<file path="src/crtc_cfg.svh">
//================================================
// CRTC configuration: bus widths and register map
//================================================
`ifndef CRTC_CFG_SVH
`define CRTC_CFG_SVH

// video address and row address widths
`define CRTC_MA_W 14
`define CRTC_RA_W 5

// programmable register count
`define CRTC_NREGS 16

// register indices, as selected by the address register
`define CRTC_R_HTOT  4'd0
`define CRTC_R_HDISP 4'd1
`define CRTC_R_HSPOS 4'd2
`define CRTC_R_SYNCW 4'd3
`define CRTC_R_VTOT  4'd4
`define CRTC_R_VADJ  4'd5
`define CRTC_R_VDISP 4'd6
`define CRTC_R_VSPOS 4'd7
`define CRTC_R_MODE  4'd8
`define CRTC_R_MAXL  4'd9
`define CRTC_R_CURS  4'd10
`define CRTC_R_CURE  4'd11
`define CRTC_R_STAH  4'd12
`define CRTC_R_STAL  4'd13
`define CRTC_R_CURH  4'd14
`define CRTC_R_CURL  4'd15

`endif
</file>
<file path="src/crtc_raster_pkg.sv">
//================================================
// CRTC raster types: beam position and events
//================================================
`include "crtc_cfg.svh"

package crtc_raster_pkg;

	// current character position in the frame
	typedef struct packed {
		logic [7:0]            hcc;
		logic [`CRTC_RA_W-1:0] line;
		logic [6:0]            row;
		// set during the vertical adjust lines
		logic                  in_adj;
	} raster_pos_t;

	// one-cycle flags, already qualified by the character enable
	typedef struct packed {
		// horizontal counter wraps
		logic line_new;
		// last line of a row ends
		logic row_new;
		// last line of the frame ends
		logic frame_new;
		// row start pointer is captured
		logic row_save;
	} raster_evt_t;

endpackage

</file>
<file path="src/crtc_reg_pkg.sv">
//================================================
// CRTC register types: programmed set and the
// CPU write byte with its per-register views
//================================================
`include "crtc_cfg.svh"

package crtc_reg_pkg;

	// all programmed fields, each at its implemented width
	typedef struct packed {
		logic [7:0]            h_total;
		logic [7:0]            h_disp;
		logic [7:0]            h_spos;
		logic [3:0]            v_sw;
		logic [3:0]            h_sw;
		logic [6:0]            v_total;
		logic [4:0]            v_adj;
		logic [6:0]            v_disp;
		logic [6:0]            v_spos;
		// mode bits, stored only
		logic [1:0]            skew;
		logic [1:0]            ilace;
		logic [`CRTC_RA_W-1:0] max_line;
		// blink mode is kept but has no effect
		logic [1:0]            cur_mode;
		logic [`CRTC_RA_W-1:0] cur_start;
		logic [`CRTC_RA_W-1:0] cur_end;
		logic [5:0]            start_h;
		logic [7:0]            start_l;
		logic [5:0]            cur_h;
		logic [7:0]            cur_l;
	} crtc_regs_t;

	// R3 packs both sync widths into one byte
	typedef struct packed {
		logic [3:0] vsw;
		logic [3:0] hsw;
	} wdata_r3_t;

	// R10 carries blink mode and cursor start line
	typedef struct packed {
		logic       pad;
		logic [1:0] mode;
		logic [4:0] start;
	} wdata_r10_t;

	typedef union packed {
		logic [7:0] raw;
		wdata_r3_t  r3;
		wdata_r10_t r10;
	} crtc_wdata_u;

endpackage

</file>
<file path="src/crtc_if.sv">
//================================================
// CRTC internal buses: register set and raster
//================================================
`timescale 1ns/1ns

// programmed registers from the CPU side to the timing blocks
interface crtc_cfg_if;

	crtc_reg_pkg::crtc_regs_t regs;

	modport src (
		output regs
	);

	modport snk (
		input regs
	);

endinterface

// raster state from the counter block to the address block
interface crtc_raster_if;

	crtc_raster_pkg::raster_pos_t pos;
	crtc_raster_pkg::raster_evt_t evt;
	logic                         char_en;
	// the two halves of display enable
	logic                         hde;
	logic                         vde;

	modport src (
		output pos,
		output evt,
		output char_en,
		output hde,
		output vde
	);

	modport snk (
		input pos,
		input evt,
		input char_en,
		input hde,
		input vde
	);

endinterface

</file>
<file path="src/crtc_top.sv">
//================================================
// CRTC top level: register file, raster timing
// and address generation
//================================================
`timescale 1ns/1ns
`include "crtc_cfg.svh"

module crtc_top (
	input  logic                  CLOCK,
	input  logic                  nRESET,
	// CPU strobe bus
	input  logic                  bus_en,
	input  logic                  ncs,
	input  logic                  r_nw,
	input  logic                  rs,
	input  logic [7:0]            di,
	output logic [7:0]            do_data,
	// character clock enable
	input  logic                  char_en,
	// video outputs
	output logic                  hsync,
	output logic                  vsync,
	output logic                  de,
	output logic                  cursor,
	output logic [`CRTC_MA_W-1:0] ma,
	output logic [`CRTC_RA_W-1:0] ra
);

	crtc_cfg_if    cfg_bus ();
	crtc_raster_if ras_bus ();

	crtc_regs u_regs (
		.CLOCK   (CLOCK),
		.nRESET  (nRESET),
		.bus_en  (bus_en),
		.ncs     (ncs),
		.r_nw    (r_nw),
		.rs      (rs),
		.di      (di),
		.do_data (do_data),
		.cfg     (cfg_bus.src)
	);

	crtc_raster u_raster (
		.CLOCK   (CLOCK),
		.nRESET  (nRESET),
		.char_en (char_en),
		.cfg     (cfg_bus.snk),
		.rst     (ras_bus.src),
		.hsync   (hsync),
		.vsync   (vsync),
		.de      (de)
	);

	crtc_addr u_addr (
		.CLOCK  (CLOCK),
		.nRESET (nRESET),
		.cfg    (cfg_bus.snk),
		.rst    (ras_bus.snk),
		.ma     (ma),
		.ra     (ra),
		.cursor (cursor)
	);

endmodule

</file>
<file path="src/crtc_addr.sv">
//================================================
// CRTC addressing: MA pointers, RA and cursor
//================================================
`timescale 1ns/1ns
`include "crtc_cfg.svh"

module crtc_addr (
	input  logic                  CLOCK,
	input  logic                  nRESET,
	crtc_cfg_if.snk               cfg,
	crtc_raster_if.snk            rst,
	output logic [`CRTC_MA_W-1:0] ma,
	output logic [`CRTC_RA_W-1:0] ra,
	output logic                  cursor
);

	import crtc_reg_pkg::*;
	import crtc_raster_pkg::*;

	crtc_regs_t            r;
	raster_pos_t           pos;
	raster_evt_t           evt;

	logic [`CRTC_MA_W-1:0] row_ptr;
	logic [`CRTC_MA_W-1:0] run_ptr;
	logic [`CRTC_MA_W-1:0] start_addr;
	logic [`CRTC_MA_W-1:0] cur_addr;
	logic [`CRTC_RA_W-1:0] next_line;
	logic                  cur_line;

	assign r   = cfg.regs;
	assign pos = rst.pos;
	assign evt = rst.evt;

	assign start_addr = {r.start_h, r.start_l};
	assign cur_addr   = {r.cur_h, r.cur_l};

	// ================================================
	// memory address
	// ================================================
	// run_ptr walks the line, row_ptr holds where the row began
	always_ff @(posedge CLOCK) begin
		if (!nRESET) begin
			row_ptr <= '0;
			run_ptr <= '0;
		end else if (rst.char_en) begin
			if (evt.frame_new) begin
				row_ptr <= start_addr;
				run_ptr <= start_addr;
			end else begin
				if (evt.row_save)
					row_ptr <= run_ptr;
				// a save on the wrap itself keeps the pointer where it is
				if (!evt.line_new)
					run_ptr <= run_ptr + 1'b1;
				else if (!evt.row_save)
					run_ptr <= row_ptr;
			end
		end
	end

	assign ma = run_ptr;
	assign ra = pos.line;

	// ================================================
	// cursor
	// ================================================
	assign next_line = evt.row_new ? '0 : pos.line + 1'b1;

	// window opens entering the start line and closes after the end line
	always_ff @(posedge CLOCK) begin
		if (!nRESET) begin
			cur_line <= 1'b0;
		end else if (evt.line_new) begin
			if (next_line == r.cur_start)
				cur_line <= 1'b1;
			else if (pos.line == r.cur_end)
				cur_line <= 1'b0;
		end
	end

	assign cursor = rst.hde & rst.vde & cur_line & (ma == cur_addr);

endmodule

</file>
<file path="src/crtc_raster.sv">
//================================================
// CRTC raster timing: counters, vertical adjust,
// horizontal and vertical sync, display enable
//================================================
`timescale 1ns/1ns
`include "crtc_cfg.svh"

module crtc_raster (
	input  logic       CLOCK,
	input  logic       nRESET,
	input  logic       char_en,
	crtc_cfg_if.snk    cfg,
	crtc_raster_if.src rst,
	output logic       hsync,
	output logic       vsync,
	output logic       de
);

	import crtc_reg_pkg::*;
	import crtc_raster_pkg::*;

	crtc_regs_t            r;
	raster_pos_t           pos;
	raster_evt_t           evt;

	logic [7:0]            hcc;
	logic [`CRTC_RA_W-1:0] line;
	logic [6:0]            row;
	logic                  in_adj;

	logic                  hcc_last;
	logic [`CRTC_RA_W-1:0] line_max;
	logic                  line_last;
	logic                  row_last;
	logic                  adj_start;
	logic [6:0]            row_nxt;

	logic [3:0]            hsc;
	logic [3:0]            vsc;
	logic                  vsync_allow;
	logic                  hde;
	logic                  vde;

	assign r = cfg.regs;

	// ================================================
	// counter decode
	// ================================================
	assign hcc_last  = hcc == r.h_total;
	// adjust lines count 0 .. R5-1 with the line counter
	assign line_max  = in_adj ? r.v_adj - 5'd1 : r.max_line;
	assign line_last = line == line_max;
	assign row_last  = row == r.v_total;

	assign evt.line_new  = char_en & hcc_last;
	assign evt.row_new   = evt.line_new & line_last;
	assign adj_start     = evt.row_new & ~in_adj & row_last & (r.v_adj != 5'd0);
	assign evt.frame_new = evt.row_new & (in_adj | (row_last & (r.v_adj == 5'd0)));
	assign evt.row_save  = char_en & line_last & (hcc == r.h_disp);

	// row holds at R4 through the adjust lines
	always_comb begin
		if (evt.frame_new)
			row_nxt = 7'd0;
		else if (in_adj || adj_start)
			row_nxt = row;
		else
			row_nxt = row + 7'd1;
	end

	always_ff @(posedge CLOCK) begin
		if (!nRESET) begin
			hcc    <= '0;
			line   <= '0;
			row    <= '0;
			in_adj <= 1'b0;
		end else if (char_en) begin
			hcc <= hcc_last ? 8'd0 : hcc + 8'd1;
			if (hcc_last)
				line <= line_last ? '0 : line + 1'b1;
			if (evt.row_new) begin
				row <= row_nxt;
				if (adj_start)
					in_adj <= 1'b1;
				else if (evt.frame_new)
					in_adj <= 1'b0;
			end
		end
	end

	// ================================================
	// sync generation
	// ================================================
	// hsync starts on the character after R2, width of zero gives none
	always_ff @(posedge CLOCK) begin
		if (!nRESET) begin
			hsync <= 1'b0;
			hsc   <= '0;
		end else if (char_en) begin
			if (hsync) begin
				if (hsc == r.h_sw)
					hsync <= 1'b0;
				else
					hsc <= hsc + 4'd1;
			end else if (hcc == r.h_spos && r.h_sw != 4'd0) begin
				hsync <= 1'b1;
				hsc   <= 4'd1;
			end
		end
	end

	// vsync counts down in lines, width 0 wraps to 16
	always_ff @(posedge CLOCK) begin
		if (!nRESET) begin
			vsync       <= 1'b0;
			vsc         <= '0;
			vsync_allow <= 1'b1;
		end else if (evt.line_new) begin
			// re-arm only when the row really moves on
			if (evt.row_new && row_nxt != row)
				vsync_allow <= 1'b1;
			if (vsc != 4'd0) begin
				vsc <= vsc - 4'd1;
			end else if (vsync_allow && evt.row_new && row_nxt == r.v_spos) begin
				vsync       <= 1'b1;
				vsync_allow <= 1'b0;
				vsc         <= r.v_sw - 4'd1;
			end else begin
				vsync <= 1'b0;
			end
		end
	end

	// display enable
	assign hde = hcc < r.h_disp;
	assign vde = ~in_adj & (row < r.v_disp);
	assign de  = hde & vde;

	always_comb begin
		pos.hcc    = hcc;
		pos.line   = line;
		pos.row    = row;
		pos.in_adj = in_adj;
	end

	assign rst.pos     = pos;
	assign rst.evt     = evt;
	assign rst.char_en = char_en;
	assign rst.hde     = hde;
	assign rst.vde     = vde;

endmodule

</file>
<file path="src/crtc_regs.sv">
//================================================
// CRTC register file: CPU strobe bus, address
// register, sixteen registers and read mux
//================================================
`timescale 1ns/1ns
`include "crtc_cfg.svh"

module crtc_regs (
	input  logic       CLOCK,
	input  logic       nRESET,
	input  logic       bus_en,
	input  logic       ncs,
	input  logic       r_nw,
	input  logic       rs,
	input  logic [7:0] di,
	output logic [7:0] do_data,
	crtc_cfg_if.src    cfg
);

	import crtc_reg_pkg::*;

	localparam int NREG = `CRTC_NREGS;

	logic [4:0]  addr_q;
	crtc_regs_t  regs_q;
	crtc_wdata_u wd;
	logic        sel;
	logic        wr;
	logic        in_range;

	assign sel      = bus_en & ~ncs;
	assign wr       = sel & ~r_nw;
	assign in_range = int'(addr_q) < NREG;
	assign wd.raw   = di;

	// ================================================
	// write side
	// ================================================
	always_ff @(posedge CLOCK) begin
		if (!nRESET) begin
			addr_q <= '0;
			regs_q <= '0;
		end else if (wr) begin
			if (!rs) begin
				addr_q <= di[4:0];
			end else if (in_range) begin
				case (addr_q[3:0])
					`CRTC_R_HTOT:  regs_q.h_total <= wd.raw;
					`CRTC_R_HDISP: regs_q.h_disp  <= wd.raw;
					`CRTC_R_HSPOS: regs_q.h_spos  <= wd.raw;
					`CRTC_R_SYNCW: begin
						regs_q.v_sw <= wd.r3.vsw;
						regs_q.h_sw <= wd.r3.hsw;
					end
					`CRTC_R_VTOT:  regs_q.v_total <= wd.raw[6:0];
					`CRTC_R_VADJ:  regs_q.v_adj   <= wd.raw[4:0];
					`CRTC_R_VDISP: regs_q.v_disp  <= wd.raw[6:0];
					`CRTC_R_VSPOS: regs_q.v_spos  <= wd.raw[6:0];
					`CRTC_R_MODE: begin
						regs_q.skew  <= wd.raw[5:4];
						regs_q.ilace <= wd.raw[1:0];
					end
					`CRTC_R_MAXL:  regs_q.max_line <= wd.raw[4:0];
					`CRTC_R_CURS: begin
						regs_q.cur_mode  <= wd.r10.mode;
						regs_q.cur_start <= wd.r10.start;
					end
					`CRTC_R_CURE:  regs_q.cur_end <= wd.raw[4:0];
					`CRTC_R_STAH:  regs_q.start_h <= wd.raw[5:0];
					`CRTC_R_STAL:  regs_q.start_l <= wd.raw;
					`CRTC_R_CURH:  regs_q.cur_h   <= wd.raw[5:0];
					`CRTC_R_CURL:  regs_q.cur_l   <= wd.raw;
					default: ;
				endcase
			end
		end
	end

	assign cfg.regs = regs_q;

	// ================================================
	// read side
	// ================================================
	// only the address registers read back, status reads as FF
	always_comb begin
		do_data = 8'hFF;
		if (sel && rs) begin
			do_data = 8'h00;
			if (in_range) begin
				case (addr_q[3:0])
					`CRTC_R_STAH: do_data = {2'b00, regs_q.start_h};
					`CRTC_R_STAL: do_data = regs_q.start_l;
					`CRTC_R_CURH: do_data = {2'b00, regs_q.cur_h};
					`CRTC_R_CURL: do_data = regs_q.cur_l;
					default:      do_data = 8'h00;
				endcase
			end
		end
	end

endmodule

</file>
<file path="config.mk">
export PLATFORM = sky130hd
export DESIGN_NAME = crtc_top
export DESIGN_NICKNAME = d
export VERILOG_FILES = /design/src/crtc_raster_pkg.sv /design/src/crtc_reg_pkg.sv /design/src/crtc_if.sv /design/src/crtc_top.sv /design/src/crtc_addr.sv /design/src/crtc_raster.sv /design/src/crtc_regs.sv
export VERILOG_INCLUDE_DIRS = /design/src /design/src/src
export SDC_FILE = /design/constraint.sdc
export NUM_CORES = 1
export LEC_CHECK = 0
export BUFFER_PORTS_ARGS = -buffer_cell sky130_fd_sc_hd__buf_2
export CAP_MARGIN = 30
export CORE_MARGIN = 4
export CORE_UTILIZATION = 45
export DETAILED_ROUTE_END_ITERATION = 8
export PLACE_DENSITY_LB_ADDON = 0.25
export SLEW_MARGIN = 20
export SYNTH_ARGS = -nofsm -noshare
export SYNTH_HDL_FRONTEND = slang
export SYNTH_HIERARCHICAL = 1
export SYNTH_SLANG_ARGS = --single-unit
</file>
<file path="constraint.sdc">
create_clock -name CLOCK -period 5.9 [get_ports CLOCK]
set_input_delay 0.885 -clock CLOCK [delete_from_list [all_inputs] [get_ports CLOCK]]
set_output_delay 0.885 -clock CLOCK [all_outputs]
set_load 0.02 [all_outputs]
</file>
# Yosys cells after proc, flatten, opt, wreduce, memory -nomap -nowiden
# Index checks and enable logic that the tools add are counted.
# word_totals
register_bits	167
latchBits	0
ram_bits	0
romBits	0
inputBits	15
word_cells	154
n_memories	0
# op_classes
addsub	8
multipliers	0
div	0
magnitude_cmp	3
n_eq_ne	26
shifts	0
n_mux	29
n_bitwise	21
reduce_logical	38
# op_table
cell	n
$reduce_and A4 Y1	15
$mux W14	4
$pmux W8 S4	1
$eq A4 B4 Y1 const B	7
$eq A8 B8 Y1	3
$mux W8	3
$mux W4	5
$eq A4 B3 Y1 const B	4
$and A1 B1 Y1	15
$eq A5 B5 Y1	3
$mux W5	3
$add A14 B1 Y14 const B	1
$eq A14 B14 Y1	1
$eq A7 B7 Y1	2
$mux W7	2
$reduce_and A2 Y1	6
$mux W1	11
$add A8 B1 Y8 const B	1
$eq A4 B2 Y1 const B	2
$lt A8 B8 Y1	1
$reduce_bool A2 Y1	4
$reduce_bool A4 Y1	2
$sub A4 B1 Y4 const B	2
$add A7 B1 Y7 const B	1
other kinds (17)	26

# Longest topological paths before layout
# Gate-level depths: netlist (run 1).
# logic_depth
ltp_word	15
mapped_depth	14
depth_no_buf	12

# Hierarchy
# The synthesis (run 1) kept the hierarchy.
# modules_own_cells
mod	instances	cells_per_inst	area_per_inst_um2	seq_area_each_um2
crtc_regs	1	426	4423.0	2242.2
crtc_raster	1	379	3060.4	640.6
crtc_addr	1	287	2168.3	580.6

# Least setup slack after synthesis (run 1)
# No wires, ideal clock.
# synth_timing
kind	register to output
start	register u_raster.row[1]
end	output port cursor
t_arrival_ns	2.311
required_ns	5.015
slack_ns	2.704
stages_incl_launch_ff	12
path_cell_list	dfxtp_1 ha_1 a21o_1 a21oi_1 nor2b_1 o21ai_0 nand2b_1 a21oi_1 nor2b_1 nor3_1 nand4_1 nor4_1
# synth_via
elab_chain_cells	5
# synth_lines
item	line_no	source
from (decl)	crtc_raster.sv:28	logic [6:0] row;
from (signal assigned)	crtc_raster.sv:82	row <= row_nxt;
$lt A7 B7 Y1	crtc_raster.sv:136	assign vde = ~in_adj & (row < r.v_disp);
$and A1 B1 Y1	crtc_raster.sv:136	
named net ras_bus.vde	crtc_if.sv:29	logic vde;
$and A1 B1 Y1 (3 in series)	crtc_addr.sv:82	assign cursor = rst.hde & rst.vde & cur_line & (ma == cur_addr);
to (decl)	crtc_top.sv:24	output logic cursor,
# The timed path passes the listed nets, and every way through them passes these cells.

# Worst setup path in the final report (run 1)
# layout_timing
start	register u_raster.hcc[1]
end	output port cursor
# layout_via
elab_chain_cells	4
# layout_lines
item	line_no	source
from (decl)	crtc_raster.sv:26	logic [7:0] hcc;
from (signal assigned)	crtc_raster.sv:78	hcc <= hcc_last ? 8'd0 : hcc + 8'd1;
$lt A8 B8 Y1	crtc_raster.sv:135	assign hde = hcc < r.h_disp;
named net ras_bus.hde	crtc_if.sv:28	logic hde;
$and A1 B1 Y1 (3 in series)	crtc_addr.sv:82	
# The timed path passes the listed nets, and every way through them passes these cells.

==> results of run 1 <==
-- cells in the final DEF, fill, tap and decap left out, drive strengths merged, types with 25 or more instances in the layout --
cell   count
xor2      49
nor2b     25
dfxtp    167
nand2    172
nor2      37
o21ai     55
inv       35
buf       55
a21oi     49
xnor2     29
mux2i    114
-- registers in the layout (all words and copies together) (netlist names) --
signal	count
u_raster/row	7
u_raster/vsync_allow	1
u_raster/hcc	8
u_raster/hsync	1
u_raster/line	5
u_raster/hsc	4
u_raster/in_adj	1
u_regs/cfg.regs	101
u_addr/row_ptr	14
u_addr/ma	14
u_addr/cur_line	1
u_regs/addr_q	5
u_raster/vsync	1
u_raster/vsc	4
-- worst max path at each step --
stage	start	to	slack [ns]	cells after the start
2_1_floorplan	u_raster/row[1]	cursor	2.70	11
6_report	u_raster/hcc[1]	cursor	1.78	10
3_5_place_dp	u_raster/row[5]	u_addr/row_ptr[12]	2.33	9
5_1_grt	u_raster/hcc[1]	cursor	1.69	10
3_3_place_gp	u_raster/hcc[1]	cursor	2.35	10
4_1_cts	u_raster/hcc[1]	cursor	1.84	10
-- worst register-to-register path, delay by kind of cell, from the launching register on --
| family | cells | cell delay, ns |
|---|---|---|
| compound gates | 5 | 1.62 |
| xor+xnor | 1 | 0.17 |
| fa+ha+maj | 1 | 0.23 |
| buf+inv | 2 | 0.47 |
| flops | 1 | 0.41 |
| simple gates | 2 | 0.74 |
-- report_power, final --
part	internal (mW)	switching [mW]	leakage, nW	total, mW
Combinational	0.142	0.252	2.58	0.394
Sequential	1.16	0.0512	1.35	1.21
Clock	0.686	0.490	0.287	1.18
Total	1.99	0.793	4.22	2.78
-- layer usage --
| metal | track usage | share of wire | vias up |
|---|---|---|---|
| li1 | - | - | 3785 |
| met1 | 0.305 | 0.48 | 3811 |
| met2 | 0.335 | 0.45 | 245 |
| met3 | 0.0413 | 0.056 | 36 |
| met4 | 0.0458 | 0.013 | 0 |
| met5 | 0 | 0 | - |
-- cell type report --
class                           instances  area (sq um)
Clock buffer                           20           447
Multi-Input combinational cell        799          5590
Timing Repair Buffer                   55           300
Sequential cell                       167          3340
Tap cell                              270           338
Clock inverter                         12           169
Fill cell                            1973         10100
Inverter                               32           120
-- per-stage QoR --
stage          setup WS (ns)  total power [mW]  std cells  area (sq um)  utilization
4_1_cts                 1.84              2.79       1355         10300        0.505
2_1_floorplan           2.70              1.51       1072          9440            -
5_1_grt                 1.69              2.89       1355         10300        0.505
6_report                1.78              2.78       1355         10300        0.505
3_5_place_dp            2.33              1.62       1323          9700        0.475
3_3_place_gp            2.35              1.61       1322          9690        0.474
==> impl_table.tex, run 1 <==
\begin{tabular}{lr}
\hline
Metric & Value \\
\hline
\multicolumn{2}{l}{\textbf{Clock tree}} \\
Insertion delay of the later-clocked pin in the worst-skew pair & 0.43 ns \\
Clock-pin slew reported for the worst setup and hold paths after clock tree synthesis & 0.07 ns \\
CTS HTree Levels & 4 \\
Quantity of gates resized following cts & 0 \\
Post-CTS Hold Fix Bufs & 0 \\
Maximum buffer depth of the clock tree & 2 \\
Post-CTS setup buffer count & 0 \\
TritonCTS clock tree & yes \\
CTS buffer count & 17 \\
Num Clock Sinks & roughly 170 \\
Clock root buffer master & sky130\_fd\_sc\_hd\_\_clkbuf\_16 \\
\multicolumn{2}{l}{\textbf{STA}} \\
Final worst path period share & 0.698 \\
Fmax achieved & between 200 and 250 MHz \\
Final setup skew & around 0.01 ns \\
Unrepaired setup endpoints after global routing & false \\
Tightest hold margin & 0.462 ns \\
Slew at the pin closest to its max-slew limit & between 0.9 and 1 ns \\
Max-slew headroom at the worst pin & 0.383 \\
Hold Vio Cnt, Final & 0 \\
Slew Viols, Final & 0 \\
Total Neg Setup Slack & 0 ns \\
Final Critical Period & 4.12 ns \\
Final-report setup violation count & 0 \\
\multicolumn{2}{l}{\textbf{Placed design}} \\
Hpwl dp & about 17 mm \\
Placer Congestion & approximately 0.86 \\
Number of buffers inserted by port buffering & between 40 and 50 \\
\multicolumn{2}{l}{\textbf{Logic synthesis}} \\
Syn Inst Count & roughly 1,100 \\
Net Count, Synth & $\sim$1,100 \\
Post-synthesis instance area & 9440 sq um \\
Number of warning messages in the yosys log & 6 \\
Average footprint of a synthesized cell & slightly below 9 sq um \\
\multicolumn{2}{l}{\textbf{Routing}} \\
Drt pass-1 iters & 5 \\
Residual DRC & 0 \\
Total via count in the routed design & between 7,000 and 8,000 \\
Average wire per cell in the routed design & approximately 19 um \\
Iter 0 DRT Violations & $\sim$580 \\
Vias per std cell & between 5 and 6 \\
Aggregate routed wire length & between 20 and 30 mm \\
Number of nets with antenna violations after routing & 0 \\
\multicolumn{2}{l}{\textbf{Critical path}} \\
Arrival time of the worst setup path & $\sim$3.2 ns \\
Reg2Reg Depth & 11 \\
Endpoint of the lowest-slack register-to-register path & u\_addr/row\_ptr[12] \\
FF-to-FF setup slack & between 2 and 2.5 ns \\
Highest fanout seen on the critical path & 8 \\
Number of buffer and inverter instances along the worst setup path & 1 \\
Startpoint of the most critical register-to-register path & u\_regs/cfg.regs[63] \\
Delay of the slowest critical-path stage & 0.54 ns \\
Type of the setup path with the least slack & reg -> out \\
Type of destination of the critical path & output pin \\
Type of element launching the critical path & register \\
Top Family by Delay on Critical Path & compound AO/OA/AOI/OAI gates \\
Worst EP required & approximately 5 ns \\
CP cell instances & ha\_1 > nor2b\_1 > o21ai\_0 > nand2b\_1 > a21oi\_1 > o21ai\_0 > a21oi\_1 > nand4\_1 > nor4\_1 > buf\_2 \\
Crit path max-delay cell type & sky130\_fd\_sc\_hd\_\_dfxtp\_1 \\
\multicolumn{2}{l}{\textbf{Power and ir drop}} \\
Largest voltage drop on the vdd net & 0.191 mV \\
Power per cell area & $\sim$270 nW/um\^{}2 \\
Standby leakage power & roughly 4.2 nW \\
\multicolumn{2}{l}{\textbf{GRT}} \\
Antenna violations before repair & 0 \\
Vias in the first global route & 7,294 \\
Overall routing resource usage & 0.213 \\
Maximum number of pins on one net before global-route repair & $\sim$70 \\
First-pass GRT wire length & roughly 41 mm \\
Total global routing overflow & 0 \\
\multicolumn{2}{l}{\textbf{Flow run}} \\
Max-cap violation count & 0 \\
\multicolumn{2}{l}{\textbf{Floorplanning}} \\
Starting density of the core & 0.462 \\
Std cell rows & 52 \\
Overall die height & 153 um \\
Width of the die & roughly 150 um \\
Standard cell core area & a little over 20,000 sq um \\
Die Footprint & roughly 23,000 sq um \\
Ports placed on the boundary & 46 \\
\multicolumn{2}{l}{\textbf{Min path}} \\
Worst hold path startpoint & u\_regs/cfg.regs[92] \\
Cell depth of the worst min-delay path & 2 \\
Worst Hold End & u\_regs/cfg.regs[92] \\
Worst min path class & reg -> reg \\
\multicolumn{2}{l}{\textbf{Cells and area}} \\
Number of nets at the end of the flow & about 1,100 \\
Ratio of cells with drive above 1 in the final layout & 0.117 \\
Synth-to-layout area growth & 9.27\% \\
Diodes inserted & 0 \\
\multicolumn{2}{l}{\textbf{Run status}} \\
Outcome & completed \\
\hline
\end{tabular}
Power figures use the tool's default switching activity.
==> inputs of run 2 (changes only) <==
==> constraint.sdc (replaced) <==
create_clock -name CLOCK -period 3.6 [get_ports CLOCK]
set_input_delay 0.54 -clock CLOCK [delete_from_list [all_inputs] [get_ports CLOCK]]
set_output_delay 0.54 -clock CLOCK [all_outputs]
set_load 0.02 [all_outputs]
==> run 2 against run 1 <==
Against the previous run:
- critical path depth is the same
- die area unchanged
- global-route usage hardly changed
- sequential power is 64% higher
- clock skew grew 0.0036 ns
- utilization rose by 0.49 points
- wire length down 0.41%
- final area grew 0.97%
- largest power group unchanged
==> impl_table.tex, run 2 (synthesis results as in run 1) <==
\begin{tabular}{lr}
\hline
Metric & Value \\
\hline
\multicolumn{2}{l}{\textbf{Critical path}} \\
CP cell instances & inv\_1 > ha\_1 > nor2b\_1 > o21ai\_0 > nand2b\_1 > a21oi\_1 > o21ai\_0 > a21oi\_1 > nor4b\_1 > buf\_2 (was ha\_1 > nor2b\_1 > o21ai\_0 > nand2b\_1 > a21oi\_1 > o21ai\_0 > a21oi\_1 > nand4\_1 > nor4\_1 > buf\_2) \\
Type of destination of the critical path & output pin (unchanged) \\
Crit path max-delay cell type & sky130\_fd\_sc\_hd\_\_nor4b\_1 (was sky130\_fd\_sc\_hd\_\_dfxtp\_1) \\
Arrival time of the worst setup path & 2.90 ns (was 3.23 ns) \\
Delay of the slowest critical-path stage & 0.54 ns (about the same) \\
Top Family by Delay on Critical Path & compound AO/OA/AOI/OAI gates (unchanged) \\
Worst EP required & 3.06 ns (was 5.02 ns) \\
Critical Path Stages & 10 (unchanged) \\
Reg2Reg Depth & 13 (was 11) \\
Highest fanout seen on the critical path & 2 (was 8) \\
Number of buffer and inverter instances along the worst setup path & 2 (was 1) \\
Type of element launching the critical path & register (unchanged) \\
Type of the setup path with the least slack & reg -> out (unchanged) \\
\multicolumn{2}{l}{\textbf{Placed design}} \\
Placed cells & 1,336 (was 1,323) \\
Hpwl dp & 17.0 mm (was 17.2 mm) \\
Number of buffers inserted by port buffering & 45 (unchanged) \\
Placer Congestion & 0.863 (about the same) \\
Setup slack after placement & 0.345 ns (was 2.33 ns) \\
Placed cell areas & 9810 sq um (was 9700 sq um) \\
\multicolumn{2}{l}{\textbf{GRT}} \\
Vias in the first global route & 7,186 (was 7,294) \\
Overall routing resource usage & 0.212 (was 0.213) \\
Total global routing overflow & 0 (unchanged) \\
Maximum number of pins on one net before global-route repair & 134 (was 71) \\
First-pass GRT wire length & 40.0 mm (was 40.7 mm) \\
Antenna violations before repair & 0 (unchanged) \\
\multicolumn{2}{l}{\textbf{STA}} \\
Slew at the pin closest to its max-slew limit & 0.893 ns (was 0.923 ns) \\
Setup WS post-layout & 0.161 ns (was 1.78 ns) \\
Final-report setup violation count & 0 (unchanged) \\
Total Neg Setup Slack & 0 ns (unchanged) \\
Fmax achieved & 291 MHz \\
Final setup skew & 0.0136 ns (was 0.0100 ns) \\
Max-slew headroom at the worst pin & 0.403 (was 0.383) \\
Hold Vio Cnt, Final & 0 (unchanged) \\
Unrepaired setup endpoints after global routing & false (unchanged) \\
Final worst path period share & 0.955 \\
Slew Viols, Final & 0 (unchanged) \\
Final Critical Period & roughly 3.4 ns \\
\multicolumn{2}{l}{\textbf{Flow run}} \\
Max-cap violation count & 0 (unchanged) \\
\multicolumn{2}{l}{\textbf{Floorplanning}} \\
Starting density of the core & 0.462 (unchanged) \\
Die Footprint & 23,400 sq um (unchanged) \\
Width of the die & 153 um (unchanged) \\
Ports placed on the boundary & 46 (unchanged) \\
Standard cell core area & 20,400 sq um (unchanged) \\
Std cell rows & 52 (unchanged) \\
Overall die height & 153 um (unchanged) \\
\multicolumn{2}{l}{\textbf{Power and ir drop}} \\
Largest voltage drop on the vdd net & 0.361 mV (was 0.191 mV) \\
Share of power burned in the clock network & 0.408 (was 0.423) \\
Net Sw Power & 1.36 mW (was 0.793 mW) \\
Sw frac & 0.306 (was 0.285) \\
Power per cell area & 428 nW/um\^{}2 (was 270 nW/um\^{}2) \\
Internal portion of total power & 3.09 mW (was 1.99 mW) \\
Share of power burned in combinational logic & 0.147 (was 0.142) \\
Portion of total power attributed to sequential cells & 0.445 (was 0.435) \\
Total power consumption of the routed design & 4.46 mW (was 2.78 mW) \\
Standby leakage power & 4.30 nW (was 4.22 nW) \\
\multicolumn{2}{l}{\textbf{Clock tree}} \\
TritonCTS clock tree & yes (unchanged) \\
Num Clock Sinks & 167 (unchanged) \\
Maximum buffer depth of the clock tree & 2 (unchanged) \\
CTS buffer count & 17 (unchanged) \\
Clock-pin slew reported for the worst setup and hold paths after clock tree synthesis & 0.07 ns (about the same) \\
Clock root buffer master & sky130\_fd\_sc\_hd\_\_clkbuf\_16 (unchanged) \\
Insertion delay of the later-clocked pin in the worst-skew pair & 0.43 ns (about the same) \\
Post-CTS setup buffer count & 0 (unchanged) \\
Quantity of gates resized following cts & 0 (unchanged) \\
CTS HTree Levels & 4 (unchanged) \\
Post-CTS Hold Fix Bufs & 0 (unchanged) \\
\multicolumn{2}{l}{\textbf{Cells and area}} \\
Final non-filler cell total & 1,368 (was 1,355) \\
Synth-to-layout area growth & 10.3\% (was 9.27\%) \\
Diodes inserted & 0 (unchanged) \\
Most common library cell in the layout ignoring fill and taps & sky130\_fd\_sc\_hd\_\_nand2\_1 (unchanged) \\
Final design instance area without fill & 10,400 sq um (was 10,300 sq um) \\
Number of nets at the end of the flow & 1,122 (was 1,109) \\
Most frequent cells in the layout & 171 x sky130\_fd\_sc\_hd\_\_nand2\_1, 165 x sky130\_fd\_sc\_hd\_\_dfxtp\_1, 114 x sky130\_fd\_sc\_hd\_\_mux2i\_1 (was 171 x sky130\_fd\_sc\_hd\_\_nand2\_1, 167 x sky130\_fd\_sc\_hd\_\_dfxtp\_1, 114 x sky130\_fd\_sc\_hd\_\_mux2i\_1) \\
Ratio of cells with drive above 1 in the final layout & 0.132 (was 0.117) \\
Number of flip-flops in the largest register & 101 (unchanged) \\
\# fillers & 1,956 (was 1,973) \\
\multicolumn{2}{l}{\textbf{Min path}} \\
Cell depth of the worst min-delay path & 3 (was 2) \\
Worst min path class & in -> reg (was reg -> reg) \\
\multicolumn{2}{l}{\textbf{Routing}} \\
Average wire per cell in the routed design & 18.3 um (was 18.5 um) \\
Total via count in the routed design & 7,844 (was 7,877) \\
Vias per std cell & 5.73 (was 5.81) \\
Iter 0 DRT Violations & 720 (was 584) \\
Number of nets with antenna violations after routing & 0 (unchanged) \\
Aggregate routed wire length & 25.0 mm (was 25.1 mm) \\
Drt pass-1 iters & 7 (was 5) \\
Residual DRC & 0 (unchanged) \\
\multicolumn{2}{l}{\textbf{Run status}} \\
Outcome & completed (unchanged) \\
\hline
\end{tabular}
## run 2: final timing paths
check	from	endpoint	slack, ns
max	u_regs/cfg.regs[92]	de	0.16
min	di[4]	u_regs/addr_q[4]	0.37
max reg2reg	u_regs/cfg.regs[63]	u_addr/ma[2]	0.34
min reg2reg	u_regs/cfg.regs[61]	u_regs/cfg.regs[61]	0.46
## run 2: routing by layer
layer	vias to the layer above	track usage	wire (um)
li1	3811	-	-
met1	3792	0.310	12100
met2	216	0.322	11200
met3	25	0.0427	1410
met4	0	0.0560	308
met5	-	0	0
## run 2: power groups by stage
stage	clock network [mW]	registers (mW)	logic, mW
floorplan	0	2.00	0.480
global placement	0	2.02	0.639
detailed placement	0	2.02	0.643
CTS	1.85	1.98	0.648
global route	1.94	1.99	0.722
finish	1.82	1.98	0.655
## run 2: layout make-up
class / count / area, sq um / area share
clock inverters: 14 / 153 / 0.0147
well taps: 270 / 338 / 0.0324
inverters: 32 / 120 / 0.0115
multi-input cells: 799 / 5600 / 0.538
clock buffers: 18 / 439 / 0.0422
repair buffers: 68 / 415 / 0.0399
flip-flops and latches: 167 / 3350 / 0.321
## run 2: metrics by stage
stage | hold slack, ns | utilization
4_1_cts | 0.360 | 0.509
2_1_floorplan | 0.435 | -
6_report | 0.375 | 0.510
3_5_place_dp | 0.451 | 0.480
3_3_place_gp | 0.446 | 0.480
5_1_grt | 0.386 | 0.510
## run 2: tightest hold or removal path: stages
cell and delay, ns:
sky130_fd_sc_hd__buf_2 0.08, sky130_fd_sc_hd__mux2i_1 0.06, sky130_fd_sc_hd__nor2b_1 0.09
==> inputs of run 3 (changes only) <==
--- a/config.mk
+++ b/config.mk
@@ -9,7 +9,7 @@
 export BUFFER_PORTS_ARGS = -buffer_cell sky130_fd_sc_hd__buf_2
 export CAP_MARGIN = 30
 export CORE_MARGIN = 4
-export CORE_UTILIZATION = 45
+export CORE_UTILIZATION = 55
 export DETAILED_ROUTE_END_ITERATION = 8
 export PLACE_DENSITY_LB_ADDON = 0.25
 export SLEW_MARGIN = 20
==> run 3 against run 2 <==
Against the previous run:
- die area is 17% lower
- register-to-register slack worse by 0.02 ns
- worst hold slack better by 0.011 ns
- setup slack worse by 0.0056 ns
==> impl_table.tex, run 3 (synthesis results as in run 1) <==
\begin{tabular}{lr}
\hline
Metric & Value \\
\hline
\multicolumn{2}{l}{\textbf{Power and ir drop}} \\
Sw frac & 0.300 (was 0.306) \\
Portion of total power attributed to sequential cells & 0.453 (was 0.445) \\
Net Sw Power & 1.31 mW (was 1.36 mW) \\
Largest voltage drop on the vdd net & 0.346 mV (was 0.361 mV) \\
Share of power burned in the clock network & 0.396 (was 0.408) \\
Power per cell area & 424 nW/um\^{}2 (was 428 nW/um\^{}2) \\
Standby leakage power & 4.27 nW (was 4.30 nW) \\
Share of power burned in combinational logic & 0.150 (was 0.147) \\
Total power consumption of the routed design & 4.38 mW (was 4.46 mW) \\
Internal portion of total power & 3.07 mW (was 3.09 mW) \\
\multicolumn{2}{l}{\textbf{Critical path}} \\
Endpoint of the lowest-slack register-to-register path & u\_addr/row\_ptr[12] (was u\_addr/ma[2]) \\
FF-to-FF setup slack & 0.32 ns (was 0.34 ns) \\
Reg2Reg Depth & 11 (was 13) \\
Worst EP required & 3.06 ns (about the same) \\
Crit path max-delay cell type & sky130\_fd\_sc\_hd\_\_a21oi\_1 (was sky130\_fd\_sc\_hd\_\_nor4b\_1) \\
CP cell instances & inv\_1 > ha\_1 > nor2b\_1 > o21ai\_0 > nand2b\_1 > a21oi\_1 > o21ai\_0 > a21oi\_1 > nand4\_1 > nor4\_2 > buf\_2 (was inv\_1 > ha\_1 > nor2b\_1 > o21ai\_0 > nand2b\_1 > a21oi\_1 > o21ai\_0 > a21oi\_1 > nor4b\_1 > buf\_2) \\
Termination of the worst setup path & cursor (was de) \\
Delay of the slowest critical-path stage & 0.44 ns (was 0.54 ns) \\
Highest fanout seen on the critical path & 2 (unchanged) \\
Type of the setup path with the least slack & reg -> out (unchanged) \\
Type of destination of the critical path & output pin (unchanged) \\
Arrival time of the worst setup path & 2.90 ns (about the same) \\
Startpoint of the most critical register-to-register path & u\_regs/cfg.regs[63] (unchanged) \\
Type of element launching the critical path & register (unchanged) \\
Setup crit start & u\_regs/cfg.regs[92] (unchanged) \\
\multicolumn{2}{l}{\textbf{Floorplanning}} \\
Width of the die & 139 um (was 153 um) \\
Overall die height & 139 um (was 153 um) \\
Standard cell core area & 16,700 sq um (was 20,400 sq um) \\
Die Footprint & 19,300 sq um (was 23,400 sq um) \\
Std cell rows & 47 (was 52) \\
Starting density of the core & 0.565 (was 0.462) \\
Ports placed on the boundary & 46 (unchanged) \\
\multicolumn{2}{l}{\textbf{STA}} \\
Final setup skew & 0.00942 ns (was 0.0136 ns) \\
Final-report setup violation count & 0 (unchanged) \\
Max-slew headroom at the worst pin & 0.422 (was 0.403) \\
Slew at the pin closest to its max-slew limit & 0.865 ns (was 0.893 ns) \\
Unrepaired setup endpoints after global routing & false (unchanged) \\
Total Neg Setup Slack & 0 ns (unchanged) \\
Final Critical Period & 3.44 ns (about the same) \\
Fmax achieved & 290 MHz (was 291 MHz) \\
Final worst path period share & 0.957 (was 0.955) \\
Hold Vio Cnt, Final & 0 (unchanged) \\
Slew Viols, Final & 0 (unchanged) \\
\multicolumn{2}{l}{\textbf{Clock tree}} \\
Clock root buffer master & sky130\_fd\_sc\_hd\_\_clkbuf\_16 (unchanged) \\
CTS HTree Levels & 4 (unchanged) \\
CTS buffer count & 17 (unchanged) \\
TritonCTS clock tree & yes (unchanged) \\
Clock-pin slew reported for the worst setup and hold paths after clock tree synthesis & 0.07 ns (about the same) \\
Post-CTS setup buffer count & 0 (unchanged) \\
Num Clock Sinks & 167 (unchanged) \\
Insertion delay of the later-clocked pin in the worst-skew pair & 0.43 ns (about the same) \\
Maximum buffer depth of the clock tree & 2 (unchanged) \\
\multicolumn{2}{l}{\textbf{Run status}} \\
Outcome & completed (unchanged) \\
\multicolumn{2}{l}{\textbf{Routing}} \\
Vias per std cell & 6.06 (was 5.73) \\
Post-route met1 wirelength & 11.3 mm (was 12.1 mm) \\
Routed wire length on met3 & 1.75 mm (was 1.41 mm) \\
Detailed-routed wire length on met2 & 11.6 mm (was 11.2 mm) \\
Total via count in the routed design & 7,991 (was 7,844) \\
Top routing layer in use & met4 (unchanged) \\
Aggregate routed wire length & 25.0 mm (about the same) \\
Residual DRC & 0 (unchanged) \\
Number of nets with antenna violations after routing & 0 (unchanged) \\
Iter 0 DRT Violations & 702 (was 720) \\
Average wire per cell in the routed design & 19.0 um (was 18.3 um) \\
Drt pass-1 iters & 5 (was 7) \\
\multicolumn{2}{l}{\textbf{GRT}} \\
Maximum number of pins on one net before global-route repair & 132 (was 134) \\
Total global routing overflow & 0 (unchanged) \\
First-pass GRT wire length & 40.7 mm (was 40.0 mm) \\
Vias in the first global route & 7,523 (was 7,186) \\
Overall routing resource usage & 0.259 (was 0.212) \\
Antenna violations before repair & 0 (unchanged) \\
\multicolumn{2}{l}{\textbf{Cells and area}} \\
Number of flip-flops in the largest register & 101 (unchanged) \\
Number of nets at the end of the flow & 1,122 (unchanged) \\
Most common library cell in the layout ignoring fill and taps & sky130\_fd\_sc\_hd\_\_nand2\_1 (unchanged) \\
Most frequent cells in the layout & 171 x sky130\_fd\_sc\_hd\_\_nand2\_1, 165 x sky130\_fd\_sc\_hd\_\_dfxtp\_1, 114 x sky130\_fd\_sc\_hd\_\_mux2i\_1 (unchanged) \\
Ratio of cells with drive above 1 in the final layout & 0.132 (unchanged) \\
Synth-to-layout area growth & 9.31\% (was 10.3\%) \\
\# fillers & 1,476 (was 1,956) \\
Diodes inserted & 0 (unchanged) \\
\multicolumn{2}{l}{\textbf{Placed design}} \\
Placer Congestion & 0.891 (was 0.863) \\
Number of buffers inserted by port buffering & 45 (unchanged) \\
Hpwl dp & 16.6 mm (was 17.0 mm) \\
\multicolumn{2}{l}{\textbf{Flow run}} \\
Max-cap violation count & 0 (unchanged) \\
\multicolumn{2}{l}{\textbf{Min path}} \\
Worst min path class & in -> reg (unchanged) \\
\hline
\end{tabular}
-- run 3: cell count changes in the layout (fill, tap and decap cells not counted), sizes merged --
| cell | previous run | this run |
|---|---|---|
| clkinvlp | 0 | 5 |
| clkbuf | 18 | 19 |
| clkinv | 6 | 2 |
| inv | 40 | 38 |
-- run 3: final cells by class --
class / instances / area [sq um] / share of cell area
multi-input cells: 799 / 5600 / 0.543
flip-flops and latches: 167 / 3350 / 0.324
clock buffers: 19 / 443 / 0.0429
repair buffers: 68 / 413 / 0.0400
well taps: 220 / 275 / 0.0267
inverters: 32 / 120 / 0.0116
clock inverters: 13 / 115 / 0.0112
-- run 3: what timing repair did --
item,CTS,global route
gates resized for setup,0,4
setup endpoints to repair,0,3
hold buffers,0,0
-- run 3: per-stage QoR --
stage               hold slack (ns)   util  instance area (sq um)  std cells  worst slack [ns]
detailed placement            0.455  0.584                   9750       1286             0.355
finish                        0.386  0.618                  10300       1318             0.155
floorplan                     0.435      -                   9440       1072             0.677
global placement              0.446  0.584                   9750       1286             0.489
CTS                           0.374  0.617                  10300       1318            0.0758
global route                  0.390  0.618                  10300       1318            0.0123
-- run 3: critical path, delay by kind of cell (launching register included) --
kind                     cells  cell delay [ns]
flip-flops                   1             0.34
buffers and inverters        2             0.26
AO/OA/AOI/OAI                4             0.82
adder cells (fa/ha/maj)      1             0.29
AND/OR/NAND/NOR              4             0.78
-- run 3: layer usage --
metal	up-vias	GRT usage
met1	3869	0.360
met2	281	0.416
met3	27	0.0479
met5	-	0
met4	0	0.0711
li1	3814	-
-- run 3: worst min-delay path by stage --
stage	from	endpoint	cells past startpoint
6_report	di[0]	u_regs/addr_q[0]	3
5_1_grt	di[4]	u_regs/addr_q[4]	3
4_1_cts	di[4]	u_regs/addr_q[4]	3
3_5_place_dp	u_regs/cfg.regs[53]	u_regs/cfg.regs[53]	2
3_3_place_gp	u_regs/cfg.regs[61]	u_regs/cfg.regs[61]	2
2_1_floorplan	u_regs/cfg.regs[53]	u_regs/cfg.regs[53]	2
-- run 3: power by group through the flow --
stage / registers, mW / logic (mW) / clock network [mW]
after detailed placement: 2.02 / 0.642 / 0
after floorplan: 2.00 / 0.480 / 0
after CTS: 1.98 / 0.647 / 1.77
after global routing: 1.99 / 0.726 / 1.85
after global placement: 2.02 / 0.633 / 0
final: 1.98 / 0.659 / 1.74
